**src/logic/lcd_pkg.sv**
```systemverilog
// --------------------
// PCD8544 panel commands, geometry and serial timing.
// SCLK_HALF_CYCLES must be 2 or more, RST_HOLD_TICKS 2 or more.
// --------------------

package lcd_pkg;

	// --------------------
	// types
	// --------------------
	typedef logic [7:0] lcd_byte_t;   // command or pixel column byte
	typedef logic [6:0] lcd_col_t;    // x address, 0..83
	typedef logic [2:0] lcd_bank_t;   // y address, 8 pixel rows each
	typedef logic [8:0] byte_count_t; // byte index, up to 504

	// byte source selector, one per kind of byte run
	typedef enum logic [2:0] {
		PH_INIT,
		PH_CLEAR,
		PH_SET_X,
		PH_SET_Y,
		PH_DATA
	} phase_t;

	// --------------------
	// commands
	// --------------------
	localparam lcd_byte_t CMD_SET_X = 8'h80; // plus column
	localparam lcd_byte_t CMD_SET_Y = 8'h40; // plus bank

	localparam int INIT_CMD_COUNT = 4;
	localparam lcd_byte_t INIT_CMDS [0:INIT_CMD_COUNT-1] = '{
		8'h21, // extended instruction set
		8'h90, // vop, contrast
		8'h20, // back to basic set, horizontal addressing
		8'h0C  // normal display mode
	};

	// --------------------
	// geometry and timing
	// --------------------
	localparam byte_count_t SCREEN_BYTES = 9'd504; // 84 columns x 6 banks

	localparam int BITS_PER_BYTE    = 8;
	localparam int SCLK_HALF_CYCLES = 2; // clock cycles per sclk half period
	localparam int RST_HOLD_TICKS   = 8; // half periods with lcd_rst low

endpackage

```
**src/logic/pet_pkg.sv**
```systemverilog
// --------------------
// Drawings of the pet display and where they go on the panel.
// Sprites are one bank high; rows shorter than SPRITE_MAX_BYTES are zero padded.
// --------------------

package pet_pkg;

	typedef enum logic [1:0] {
		DRAW_PEAR,
		DRAW_HEART,
		DRAW_CROSS,
		DRAW_HUNGER_BAR
	} draw_sel_t;

	typedef logic [3:0] hunger_t;

	localparam int SPRITE_MAX_BYTES = 14;

	// --------------------
	// placement, indexed by draw_sel_t
	// --------------------
	localparam lcd_pkg::lcd_col_t DRAW_COL [0:3] = '{7'd0, 7'd56, 7'd26, 7'd9};
	localparam lcd_pkg::lcd_bank_t DRAW_BANK [0:3] = '{3'd0, 3'd0, 3'd2, 3'd0};
	localparam lcd_pkg::byte_count_t DRAW_LEN [0:3] = '{9'd7, 9'd9, 9'd8, 9'd14};

	// --------------------
	// sprite bitmaps, bit 0 is the top pixel of the bank
	// --------------------
	localparam lcd_pkg::lcd_byte_t SPRITE_BYTES [0:2][0:SPRITE_MAX_BYTES-1] = '{
		// pear
		'{8'h30, 8'h48, 8'h84, 8'h82, 8'h87, 8'h49, 8'h30,
		  8'h00, 8'h00, 8'h00, 8'h00, 8'h00, 8'h00, 8'h00},
		// heart
		'{8'h0C, 8'h12, 8'h21, 8'h41, 8'h82, 8'h41, 8'h21,
		  8'h12, 8'h0C, 8'h00, 8'h00, 8'h00, 8'h00, 8'h00},
		// cross
		'{8'h3C, 8'h24, 8'hE7, 8'h81, 8'h81, 8'hE7, 8'h24,
		  8'h3C, 8'h00, 8'h00, 8'h00, 8'h00, 8'h00, 8'h00}
	};

	// --------------------
	// hunger bar
	// --------------------
	// segments of 3 columns, 2 lit and 1 blank gap
	localparam hunger_t BAR_MAX_LEVEL = 4'd4;
	localparam lcd_pkg::lcd_byte_t BAR_SEGMENT_BYTE = 8'h7E;
	localparam lcd_pkg::byte_count_t BAR_SEGMENT_PERIOD = 9'd3;

endpackage

```
**src/logic/lcd_byte_source.sv**
```systemverilog
// --------------------
// Byte and dc for each step of a phase, purely combinational.
// Data steps past the drawing length are not expected.
// --------------------
`timescale 1ns/10ps

module lcd_byte_source (
	input  lcd_pkg::phase_t      phase,
	input  lcd_pkg::byte_count_t step,
	input  pet_pkg::draw_sel_t   cur_sel,
	input  pet_pkg::hunger_t     cur_level,
	output lcd_pkg::lcd_byte_t   src_byte,
	output logic                 src_dc,
	output logic                 last_step
);

	localparam int INIT_IDX_W   = $clog2(lcd_pkg::INIT_CMD_COUNT);
	localparam int SPRITE_IDX_W = $clog2(pet_pkg::SPRITE_MAX_BYTES);

	lcd_pkg::byte_count_t seg_index;
	lcd_pkg::byte_count_t seg_pos;
	logic                 bar_lit;
	lcd_pkg::lcd_byte_t   bar_byte;
	lcd_pkg::lcd_byte_t   sprite_byte;

	// --------------------
	// hunger bar
	// --------------------
	assign seg_index = step / pet_pkg::BAR_SEGMENT_PERIOD;
	assign seg_pos   = step % pet_pkg::BAR_SEGMENT_PERIOD;
	assign bar_lit   = (seg_pos < pet_pkg::BAR_SEGMENT_PERIOD - 9'd1) &&
		(seg_index < lcd_pkg::byte_count_t'(cur_level));
	assign bar_byte  = bar_lit ? pet_pkg::BAR_SEGMENT_BYTE : 8'h00;

	// --------------------
	// sprite lookup
	// --------------------
	always_comb begin
		sprite_byte = 8'h00;
		if (step < lcd_pkg::byte_count_t'(pet_pkg::SPRITE_MAX_BYTES)) begin
			case (cur_sel)
				pet_pkg::DRAW_PEAR:  sprite_byte = pet_pkg::SPRITE_BYTES[0][step[SPRITE_IDX_W-1:0]];
				pet_pkg::DRAW_HEART: sprite_byte = pet_pkg::SPRITE_BYTES[1][step[SPRITE_IDX_W-1:0]];
				pet_pkg::DRAW_CROSS: sprite_byte = pet_pkg::SPRITE_BYTES[2][step[SPRITE_IDX_W-1:0]];
				default:             sprite_byte = bar_byte;
			endcase
		end
	end

	// --------------------
	// phase mux
	// --------------------
	always_comb begin
		src_byte  = 8'h00;
		src_dc    = 1'b0;
		last_step = 1'b0;
		case (phase)
			lcd_pkg::PH_INIT: begin
				src_byte  = lcd_pkg::INIT_CMDS[step[INIT_IDX_W-1:0]];
				last_step = (step == lcd_pkg::byte_count_t'(lcd_pkg::INIT_CMD_COUNT - 1));
			end
			lcd_pkg::PH_CLEAR: begin
				src_dc    = 1'b1; // zero pixels
				last_step = (step == lcd_pkg::SCREEN_BYTES - 9'd1);
			end
			lcd_pkg::PH_SET_X: begin
				src_byte  = lcd_pkg::CMD_SET_X | {1'b0, pet_pkg::DRAW_COL[cur_sel]};
				last_step = 1'b1;
			end
			lcd_pkg::PH_SET_Y: begin
				src_byte  = lcd_pkg::CMD_SET_Y | {5'b0, pet_pkg::DRAW_BANK[cur_sel]};
				last_step = 1'b1;
			end
			lcd_pkg::PH_DATA: begin
				src_byte  = sprite_byte;
				src_dc    = 1'b1;
				last_step = (step == pet_pkg::DRAW_LEN[cur_sel] - 9'd1);
			end
			default: ;
		endcase
	end

endmodule

```
**src/logic/lcd_pet_display.sv**
```systemverilog
// --------------------
// Pet display controller for a PCD8544 84x48 panel.
// Powers up and clears the panel by itself, then takes one draw_req at a
// time while ready is high; done pulses when the drawing is on the wire.
// --------------------
`timescale 1ns/10ps

module lcd_pet_display (
	input  logic               clock,
	input  logic               reset,
	input  logic               draw_req,
	input  pet_pkg::draw_sel_t draw_sel,
	input  pet_pkg::hunger_t   hunger,
	output logic               ready,
	output logic               done,
	output logic               lcd_sclk,
	output logic               lcd_mosi,
	output logic               lcd_sce,
	output logic               lcd_dc,
	output logic               lcd_rst
);

	logic                 tick;
	logic                 timer_run;
	logic                 byte_valid;
	logic                 byte_ready;
	lcd_pkg::lcd_byte_t   tx_byte;
	logic                 tx_dc;
	lcd_pkg::phase_t      phase;
	lcd_pkg::byte_count_t step;
	pet_pkg::draw_sel_t   cur_sel;
	pet_pkg::hunger_t     cur_level;
	lcd_pkg::lcd_byte_t   src_byte;
	logic                 src_dc;
	logic                 last_step;

	lcd_sequencer u_sequencer (
		.clock      (clock),
		.reset      (reset),
		.draw_req   (draw_req),
		.draw_sel   (draw_sel),
		.hunger     (hunger),
		.tick       (tick),
		.byte_ready (byte_ready),
		.last_step  (last_step),
		.src_byte   (src_byte),
		.src_dc     (src_dc),
		.ready      (ready),
		.done       (done),
		.lcd_rst    (lcd_rst),
		.timer_run  (timer_run),
		.phase      (phase),
		.step       (step),
		.cur_sel    (cur_sel),
		.cur_level  (cur_level),
		.byte_valid (byte_valid),
		.tx_byte    (tx_byte),
		.tx_dc      (tx_dc)
	);

	sclk_timer u_timer (
		.clock (clock),
		.reset (reset),
		.run   (timer_run),
		.tick  (tick)
	);

	lcd_byte_source u_source (
		.phase     (phase),
		.step      (step),
		.cur_sel   (cur_sel),
		.cur_level (cur_level),
		.src_byte  (src_byte),
		.src_dc    (src_dc),
		.last_step (last_step)
	);

	lcd_spi_shifter u_shifter (
		.clock      (clock),
		.reset      (reset),
		.tick       (tick),
		.byte_valid (byte_valid),
		.tx_byte    (tx_byte),
		.tx_dc      (tx_dc),
		.byte_ready (byte_ready),
		.lcd_sclk   (lcd_sclk),
		.lcd_mosi   (lcd_mosi),
		.lcd_sce    (lcd_sce),
		.lcd_dc     (lcd_dc)
	);

endmodule

```
**src/logic/lcd_sequencer.sv**
```systemverilog
// --------------------
// Power-up, clear and drawing sequence. Byte lengths come from the
// byte source through last_step; a drawing ends once its last frame closes.
// --------------------
`timescale 1ns/10ps

module lcd_sequencer (
	input  logic                 clock,
	input  logic                 reset,
	input  logic                 draw_req,
	input  pet_pkg::draw_sel_t   draw_sel,
	input  pet_pkg::hunger_t     hunger,
	input  logic                 tick,
	input  logic                 byte_ready,
	input  logic                 last_step,
	input  lcd_pkg::lcd_byte_t   src_byte,
	input  logic                 src_dc,
	output logic                 ready,
	output logic                 done,
	output logic                 lcd_rst,
	output logic                 timer_run,
	output lcd_pkg::phase_t      phase,
	output lcd_pkg::byte_count_t step,
	output pet_pkg::draw_sel_t   cur_sel,
	output pet_pkg::hunger_t     cur_level,
	output logic                 byte_valid,
	output lcd_pkg::lcd_byte_t   tx_byte,
	output logic                 tx_dc
);

	localparam int HOLD_W = $clog2(lcd_pkg::RST_HOLD_TICKS);

	typedef enum logic [2:0] {
		PANEL_RESET,
		INIT_CMDS,
		CLEAR,
		IDLE,
		SET_X,
		SET_Y,
		SEND_DATA,
		FINISH
	} seq_state_t;

	seq_state_t        state;
	logic [HOLD_W-1:0] hold_count;
	logic              accept;
	logic              handshake;

	assign accept    = (state == IDLE) && draw_req && ready;
	assign handshake = byte_valid && byte_ready;

	// states that offer a byte to the shifter
	assign byte_valid = (state == INIT_CMDS) || (state == CLEAR) || (state == SET_X) ||
		(state == SET_Y) || (state == SEND_DATA);
	assign tx_byte    = src_byte;
	assign tx_dc      = src_dc;
	assign timer_run  = (state != IDLE); // shifter and reset hold both need ticks

	// --------------------
	// control FSM
	// --------------------
	always_ff @(posedge clock) begin
		if (reset) begin
			state      <= PANEL_RESET;
			phase      <= lcd_pkg::PH_INIT;
			step       <= '0;
			hold_count <= '0;
			lcd_rst    <= 1'b0;
			ready      <= 1'b0;
			done       <= 1'b0;
		end else begin
			done <= 1'b0;
			case (state)
				PANEL_RESET: begin
					if (tick) begin
						hold_count <= hold_count + 1'b1;
						if (hold_count == HOLD_W'(lcd_pkg::RST_HOLD_TICKS - 1)) begin
							lcd_rst <= 1'b1; // release before the first command
							state   <= INIT_CMDS;
						end
					end
				end
				INIT_CMDS, CLEAR, SET_X, SET_Y, SEND_DATA: begin
					if (handshake) begin
						step <= step + 1'b1;
						if (last_step) begin
							step <= '0;
							case (state)
								INIT_CMDS: begin
									state <= CLEAR;
									phase <= lcd_pkg::PH_CLEAR;
								end
								SET_X: begin
									state <= SET_Y;
									phase <= lcd_pkg::PH_SET_Y;
								end
								SET_Y: begin
									state <= SEND_DATA;
									phase <= lcd_pkg::PH_DATA;
								end
								default: state <= FINISH; // phase kept, tells clear from draw
							endcase
						end
					end
				end
				IDLE: begin
					if (accept) begin
						ready <= 1'b0;
						state <= SET_X;
						phase <= lcd_pkg::PH_SET_X;
						step  <= '0;
					end
				end
				FINISH: begin
					if (byte_ready) begin // last frame closed
						ready <= 1'b1;
						done  <= (phase == lcd_pkg::PH_DATA);
						state <= IDLE;
					end
				end
				default: state <= PANEL_RESET;
			endcase
		end
	end

	// request payload, held for the whole drawing
	always_ff @(posedge clock) begin
		if (accept) begin
			cur_sel   <= draw_sel;
			cur_level <= (hunger > pet_pkg::BAR_MAX_LEVEL) ? pet_pkg::BAR_MAX_LEVEL : hunger;
		end
	end

endmodule

```
**src/logic/lcd_spi_shifter.sv**
```systemverilog
// --------------------
// Write-only SPI framing, mode 0, MSB first, one byte per chip enable.
// byte_ready returns only after one tick of chip enable high.
// --------------------
`timescale 1ns/10ps

module lcd_spi_shifter (
	input  logic               clock,
	input  logic               reset,
	input  logic               tick,
	input  logic               byte_valid,
	input  lcd_pkg::lcd_byte_t tx_byte,
	input  logic               tx_dc,
	output logic               byte_ready,
	output logic               lcd_sclk,
	output logic               lcd_mosi,
	output logic               lcd_sce,
	output logic               lcd_dc
);

	localparam int BIT_W = $clog2(lcd_pkg::BITS_PER_BYTE);

	typedef enum logic [1:0] {
		SH_IDLE,
		SH_ACTIVE,
		SH_GAP
	} shift_state_t;

	shift_state_t       state;
	logic [BIT_W-1:0]   bit_count;
	lcd_pkg::lcd_byte_t shift_reg;

	always_ff @(posedge clock) begin
		if (reset) begin
			state     <= SH_IDLE;
			bit_count <= '0;
			lcd_sclk  <= 1'b0;
			lcd_sce   <= 1'b1;
		end else begin
			case (state)
				SH_IDLE: begin
					if (byte_valid) begin
						lcd_sce   <= 1'b0; // select ahead of first rising sclk
						bit_count <= '0;
						state     <= SH_ACTIVE;
					end
				end
				SH_ACTIVE: begin
					if (tick) begin
						lcd_sclk <= !lcd_sclk;
						if (lcd_sclk) begin // falling edge
							bit_count <= bit_count + 1'b1;
							if (bit_count == BIT_W'(lcd_pkg::BITS_PER_BYTE - 1)) begin
								lcd_sce <= 1'b1;
								state   <= SH_GAP;
							end
						end
					end
				end
				SH_GAP: begin
					if (tick) state <= SH_IDLE;
				end
				default: state <= SH_IDLE;
			endcase
		end
	end

	// byte and dc latched at the handshake, shifted on falling sclk
	always_ff @(posedge clock) begin
		if (state == SH_IDLE && byte_valid) begin
			shift_reg <= tx_byte;
			lcd_dc    <= tx_dc;
		end else if (state == SH_ACTIVE && tick && lcd_sclk) begin
			shift_reg <= {shift_reg[lcd_pkg::BITS_PER_BYTE-2:0], 1'b0};
		end
	end

	assign lcd_mosi   = shift_reg[lcd_pkg::BITS_PER_BYTE-1];
	assign byte_ready = (state == SH_IDLE);

endmodule

```
**src/logic/sclk_timer.sv**
```systemverilog
// --------------------
// Half-period tick for sclk and the panel reset hold.
// Counter restarts from zero whenever run goes high.
// --------------------
`timescale 1ns/10ps

module sclk_timer (
	input  logic clock,
	input  logic reset,
	input  logic run,
	output logic tick
);

	localparam int CNT_W = $clog2(lcd_pkg::SCLK_HALF_CYCLES);
	localparam logic [CNT_W-1:0] CNT_LAST = CNT_W'(lcd_pkg::SCLK_HALF_CYCLES - 1);

	logic [CNT_W-1:0] count;

	always_ff @(posedge clock) begin
		if (reset || !run) begin
			count <= '0;
		end else if (count == CNT_LAST) begin
			count <= '0; // wrap
		end else begin
			count <= count + 1'b1;
		end
	end

	assign tick = run && (count == CNT_LAST);

endmodule

```
**config.mk**
```make
export PLATFORM = sky130hd
export DESIGN_NAME = lcd_pet_display
export DESIGN_NICKNAME = d
export VERILOG_FILES = /design/src/logic/lcd_pkg.sv /design/src/logic/pet_pkg.sv /design/src/logic/lcd_byte_source.sv /design/src/logic/lcd_pet_display.sv /design/src/logic/lcd_sequencer.sv /design/src/logic/lcd_spi_shifter.sv /design/src/logic/sclk_timer.sv
export SDC_FILE = /design/constraint.sdc
export NUM_CORES = 1
export LEC_CHECK = 0
export BUFFER_PORTS_ARGS = -buffer_cell sky130_fd_sc_hd__buf_2
export CORE_MARGIN = 2
export CORE_UTILIZATION = 30
export CTS_CLUSTER_SIZE = 25
export DETAILED_ROUTE_END_ITERATION = 8
export SETUP_SLACK_MARGIN = 0.2
export SYNTH_ARGS = -nofsm -noshare
export SYNTH_HDL_FRONTEND = slang
export SYNTH_SLANG_ARGS = --single-unit
```
**constraint.sdc**
```tcl
create_clock -name clock -period 7.2 [get_ports clock]
set_clock_uncertainty 0.15 [all_clocks]
set_input_delay 0.36 -clock clock [delete_from_list [all_inputs] [get_ports clock]]
set_output_delay 0.36 -clock clock [all_outputs]
set_load 0.02 [all_outputs]
```
# Yosys cells after proc, flatten, opt, wreduce, memory -nomap -nowiden
# Memories as Yosys holds them, arrays and structs flattened.
# Cells that the tools add are included.
[classes] shifts=0 multipliers=0 n_bitwise=5 n_lt_le_gt_ge=7 reduce_logical=37 mux=61 eq_ne=33 div_mod_pow=2 addsub=5
[op_table] operator="two-way mux 8 bit" count=11
[op_table] operator="two-way mux 9 bit" count=5
[op_table] operator="two-way mux 3 bit" count=14
[op_table] operator="one-hot mux 8 bit (4 select lines)" count=1
[op_table] operator="one-hot mux 8 bit (3 select lines)" count=1
[op_table] operator="== test 3 bit (second input constant)" count=7
[op_table] operator="two-way mux 7 bit" count=3
[op_table] operator="binary-select mux 9 bit (select 2 bit)" count=1
[op_table] operator="!= test 2 x 1 -> 1 bit (second input constant)" count=9
[op_table] operator="one-hot mux 3 bit (3 select lines)" count=2
[op_table] operator="one-hot mux 9 bit (2 select lines)" count=1
[op_table] operator="binary-select mux 8 bit (select 2 bit)" count=1
[op_table] operator="AND reduction 5 bit" count=3
[op_table] operator="binary-select mux 7 bit (select 2 bit)" count=1
[op_table] operator="== test 3 x 2 -> 1 bit (second input constant)" count=4
[op_table] operator="one-hot mux 3 bit (2 select lines)" count=2
[op_table] operator="one-hot mux 3 bit (4 select lines)" count=1
[op_table] operator="two-way mux 2 bit" count=5
[op_table] operator="adder 9 x 1 -> 9 bit (second input constant)" count=1
[op_table] operator="divider 9 x 2 -> 9 bit (second input constant)" count=1
[op_table] operator="== test 9 x 2 -> 1 bit (second input constant)" count=1
[op_table] operator="== test 9 bit" count=1
[op_table] operator="== test 9 bit (second input constant)" count=1
[op_table] operator="< comparator 9 x 2 -> 1 bit (second input constant)" count=1
[op_table] operator="36 further kinds" count=72
[totals] latch_bits=0 mem_bits_ro=384 ram_bits=0 regBits=44 memories=3 elab_cells=169
[mem_list] memory="(no name shown)" words=16 word_bits=8 rd=1 rd_clocked_by_memory_dff=0 wr=0 line_no="lcd_byte_source.sv:44" rtl="pet_pkg::DRAW_CROSS: sprite_byte = pet_pkg::SPRITE_BYTES[2][step[SPRITE_IDX_W-1:0]];"
[mem_list] memory="(no name shown)" words=16 word_bits=8 rd=1 rd_clocked_by_memory_dff=0 wr=0 line_no="lcd_byte_source.sv:42" rtl="pet_pkg::DRAW_PEAR: sprite_byte = pet_pkg::SPRITE_BYTES[0][step[SPRITE_IDX_W-1:0]];"
[mem_list] memory="(no name shown)" words=16 word_bits=8 rd=1 rd_clocked_by_memory_dff=0 wr=0 line_no="lcd_byte_source.sv:43" rtl="pet_pkg::DRAW_HEART: sprite_byte = pet_pkg::SPRITE_BYTES[1][step[SPRITE_IDX_W-1:0]];"

# Logic depth before layout (Yosys ltp)
[depth] depth_word=10 depth_mapped=26

# By module
# A second synthesis with hierarchy kept.
[hier_totals] hier_cells=593 hier_area_um2=4699.5
[modules_own_cells] module="lcd_byte_source" n_inst=1 area_per_inst_um2=2608.8 seq_area_each_um2=0.0 cells_per_inst=391
[modules_own_cells] module="lcd_sequencer" n_inst=1 area_per_inst_um2=1340.0 seq_area_each_um2=600.6 cells_per_inst=144
[modules_own_cells] module="lcd_spi_shifter" n_inst=1 area_per_inst_um2=710.7 seq_area_each_um2=410.4 cells_per_inst=55
[modules_own_cells] module="sclk_timer" n_inst=1 area_per_inst_um2=40.0 seq_area_each_um2=20.0 cells_per_inst=3

# Worst setup path after synthesis
# OpenSTA, ideal clock, no wires.
[synth_timing] kind="reg-to-reg" start="reg u_sequencer.step[7]" end="reg u_shifter.shift_reg[1] (data pin)" path_stages_with_launch=25 t_arrival_ps=4843 setup_slack_ps=2038 path_buffers=5 t_required_ps=6881 cell_sequence="dfxtp_1 buf_2 buf_2 clkbuf_1 ha_1 buf_2 buf_6 nor4bb_1 a221oi_1 nand4_1 o311ai_1 o221a_2 or4_1 o21a_1 a2111oi_4 nand2_1 ha_1 a21o_1 a21oi_1 nand2_1 a2111oi_1 o32ai_1 a21oi_1 o211ai_2 o31ai_1"
[synth_between] elab_chain_len=8 elab_cells_between_ends=11 cone_classes="div: 2; order compare: 3; mux: 5; reduce/logical: 1"
[synth_rtl] element="start, declared" line_no="lcd_sequencer.sv:23" rtl="output lcd_pkg::byte_count_t step,"
[synth_rtl] element="start signal, assigned" line_no="lcd_sequencer.sv:85" rtl="step <= step + 1'b1;"
[synth_rtl] element="modulo 9 x 2 -> 9 bit / divider 9 x 2 -> 9 bit (equally long branches)" line_no="lcd_byte_source.sv:30, lcd_byte_source.sv:29"
[synth_rtl] element="< comparator 9 x 2 -> 1 bit / < comparator 9 x 4 -> 1 bit (equally long branches)" line_no="lcd_byte_source.sv:31, lcd_byte_source.sv:32"
[synth_rtl] element="logical AND 1 bit" line_no="lcd_byte_source.sv:31" rtl="assign bar_lit = (seg_pos < pet_pkg::BAR_SEGMENT_PERIOD - 9'd1) &&"
[synth_rtl] element="two-way mux 7 bit" line_no="lcd_byte_source.sv:33" rtl="assign bar_byte = bar_lit ? pet_pkg::BAR_SEGMENT_BYTE : 8'h00;"
[synth_rtl] element="one-hot mux 8 bit (3 select lines)" line_no="lcd_byte_source.sv:41" rtl="case (cur_sel)"
[synth_rtl] element="two-way mux 8 bit (*)" line_no="lcd_byte_source.sv:40" rtl="if (step < lcd_pkg::byte_count_t'(pet_pkg::SPRITE_MAX_BYTES)) begin"
[synth_rtl] element="one-hot mux 8 bit (4 select lines) (*)" line_no="lcd_byte_source.sv:57" rtl="case (phase)"
[synth_rtl] element="two-way mux 8 bit (*)" line_no="lcd_spi_shifter.sv:70" rtl="if (state == SH_IDLE && byte_valid) begin"
[synth_rtl] element="end signal, assigned" line_no="lcd_spi_shifter.sv:71" rtl="shift_reg <= tx_byte;"
[synth_rtl] element="end signal, assigned" line_no="lcd_spi_shifter.sv:74" rtl="shift_reg <= {shift_reg[lcd_pkg::BITS_PER_BYTE-2:0], 1'b0};"
[synth_rtl] element="end, declared" line_no="lcd_spi_shifter.sv:31" rtl="lcd_pkg::lcd_byte_t shift_reg;"
# Mark *: on every way between the ends. The rest lies on a longest branch, timed or not.
# A chain may end at the register's enable or synchronous reset.

# Worst setup path after layout
[layout_timing] start="reg u_sequencer.step[7]" end="reg u_shifter.shift_reg[5] (data pin)"
# Same word-level chain as after synthesis.

==> results_dict.tcl <==
set metrics [dict create \
    syn_inst 605 \
    largest_reg_flops 9 \
    tns_ns 0 \
    worstMarginPinSlew_ns 1.06 \
    vias 4481 \
    r2r-start "u_sequencer.step[7]" \
    leakage_nw 1.78 \
    die_width_um 127 \
    fmax_ghz 0.160 \
    clockRootBuffer "clkbuf_16" \
    r2r_end "u_shifter.shift_reg[5]" \
    powerDensity_nw_per_um2 103 \
    setup_viol 0 \
    antenna_found_initial 0 \
    dr.first_iter.drc_count 443 \
    grt_overflow 0 \
    path_clk_slew_ns 0.06 \
    startpoint_type "flip-flop" \
    multi_input_area_um2 3270 \
    synth_commonest_cells "57 x a21oi_1, 55 x nor2_1, 53 x nand2_1, 37 x o21ai_0, 29 x dfxtp_1" \
    syn_area_per_cell_um2 7.54 \
    max_slew_margin_pct 29.0 \
    io_pins 16 \
    post_synth_num_cell_types 85 \
    yosysTopAreaCell "dfxtp_1" \
    cts-hold-fix-buffers 0 \
    fin_ws_ns 0.955 \
    diodes 0 \
    synth_nets 638 \
    num_rows 45 \
    routedWlPerCell_um 15.6 \
    cts_sinks 44 \
    post_cts_resized 0 \
    layout.cells.non_filler 780 \
    hold_end "u_sequencer.cur_sel[1]" \
    worstPathMaxFanout 21 \
    hpwl_mm 8.80 \
    gp_congestion 0.954 \
    required_ns 7.15 \
    ys_seq_area_share_pct 22.6 \
    dp_slack_ns 1.01 \
    core_area_um2 15000 \
    globalRouteTotalUtil_pct 14.8 \
    drive_above_1_share_pct 9.97 \
    clkLatencyLatePin_ns 0.28 \
    vias_per_cell 5.74 \
    ys_warn_count 0 \
    final_net_count 624 \
    setup.worst_path.class "reg -> reg" \
    hold_viol_final 0 \
    maxSlewViolCount 0 \
    ys_dominant_reg_cell "dfxtp_1" \
    synth-edff-count 15 \
    seqCellArea_um2 1030 \
    arrival_ns 6.19 \
    post_cts_buffers 0 \
    synth_area_um2 4560 \
    ir_worst_vdd_mv 0.117 \
    fin_crit_sh_pct 86.7 \
    hp-start "draw_sel[1]" \
    cp-end-kind "flip-flop" \
    run_status "complete, no violations" \
    synth_top_area_share_pct 12.7 \
    fill_cells 1555 \
    die_h_um 127 \
    rsz0062_at_grt "false" \
    place_inst 772 \
    drc 0 \
    die_area_um2 16200 \
    port_buffers 15 \
    reg2regPathDepth 19 \
    holdPathStages 1 \
    cts_tree "built" \
    dr.pass1.iters 5 \
    period_minus_slack_ns 6.24 \
    grt_pass1_wl_mm 20.0 \
    area_delta_synth_final_pct 6.99 \
    final_antenna_net_count 0 \
    clock_tree.buffer_depth 2 \
    cts_max_level 2 \
    grt_max_degree 33 \
    ys_ff_latch 44 \
    grt_pass1_vias 3912 \
    synth_area_leaders "dfxtp_1 13%, edfxtp_1 9.9%, ha_1 6.6%" \
    min_path_type "in -> reg" \
    drv.max_cap_violation_count 0 \
    reg2reg_slack_ns 0.96 \
    synth.most_common_cell "a21oi_1" \
    finalWirelength_mm 12.1 \
    start_util_pct 30.4 \
    cts_made_buffers 5 \
    synthArstFlopShare_pct 0 \
]
[per-layer routing]
layer | share of wire [%] | wire length (µm) | up-vias | track usage, %
met2 | 47 | 5680 | 118 | 24.2
met4 | 1.6 | 189 | 0 | 4.07
met3 | 4.3 | 523 | 15 | 1.34
met1 | 47 | 5750 | 2113 | 20.8
met5 | 0 | 0 | - | 0
li1 | - | - | 2235 | -
[area by class of cell]
class                           instances  share of cell area, %
Clock buffer                            7                   2.92
Clock inverter                          1                  0.128
Sequential cell                        44                   21.1
Inverter                               23                   1.77
Timing Repair Buffer                   20                   2.31
Tap cell                              188                   4.82
Multi-Input combinational cell        497                   66.9
[critical path, stage by stage (launching register included)]
cell	delay (ns)
dfxtp_1	0.80
ha_1	0.64
mux2i_1	0.23
a31o_2	0.31
nor2_1	0.14
a211oi_2	0.08
o221a_2	0.45
or4_1	0.60
o21a_1	0.24
a2111oi_4	0.45
nand2_1	0.16
ha_1	0.21
a21o_1	0.15
a21oi_1	0.14
nand2_1	0.09
a2111oi_1	0.35
o32ai_1	0.15
a21oi_1	0.20
o211ai_2	0.18
o31ai_1	0.32
[how the worst max path moves through the flow]
stage | start | end | slack, ns
after floorplan | u_sequencer.step[7] | u_shifter.shift_reg[1] | 2.04
after global placement | u_sequencer.step[7] | u_shifter.shift_reg[5] | 1.16
after detailed placement | u_sequencer.step[7] | u_shifter.shift_reg[3] | 1.01
after CTS | u_sequencer.step[7] | u_shifter.shift_reg[3] | 1.02
after global routing | u_sequencer.step[7] | u_shifter.shift_reg[3] | 0.56
final | u_sequencer.step[7] | u_shifter.shift_reg[5] | 0.96
[cells by family after synthesis]
logic type	after synthesis	share of synthesized area, %
DFF	44	22.6
AOI/OAI and AO/OA	198	30.3
other	1	0.0822
adders and majority gates	24	6.58
and+or+nand+nor	243	28.0
muxes	14	3.15
buffers and inverters	64	5.78
xor gates and xnor gates	17	3.43
[report_power, final]
group / total (mW) / switching (mW) / internal [mW]
clock network: 0.234 / 0.0959 / 0.139
registers: 0.258 / 0.000921 / 0.257
logic: 0.0104 / 0.00617 / 0.00422
[cell usage in the layout (no fill, tap or decap), types with 4 or more instances in the layout]
master	Yosys	final
mux2i_1	11	11
xnor2_1	12	12
nor3_1	21	21
a21o_1	5	5
ha_1	24	24
dfxtp_1	29	29
a21oi_1	57	57
nand3_1	20	20
o21a_1	10	10
o32ai_1	4	4
xor2_1	4	4
nand4_1	9	9
o21ai_1	4	4
nor2_1	55	55
clkbuf_16	0	5
a211o_1	4	4
o21ai_0	37	37
or2_2	4	4
o22ai_1	4	4
buf_2	13	15
inv_1	20	20
buf_4	0	5
or3_1	16	16
a211oi_1	6	6
edfxtp_1	15	15
o31ai_1	10	10
nor2b_1	13	13
o211ai_1	5	5
nand2b_1	12	12
a22oi_1	9	9
nor3b_1	4	4
nor4_1	9	9
nand2_1	53	53
[per-stage QoR]
stage          cell area [µm²]  total power, mW  utilization, %  hold WS [ns]
2_1_floorplan             4560            0.270               -         0.275
3_3_place_gp              4730            0.274            31.5         0.290
3_5_place_dp              4730            0.274            31.5         0.287
4_1_cts                   4880            0.509            32.5        0.0901
5_1_grt                   4880            0.518            32.5        0.0981
6_report                  4880            0.503            32.5        0.0964
Power figures use the tool's default switching activity.
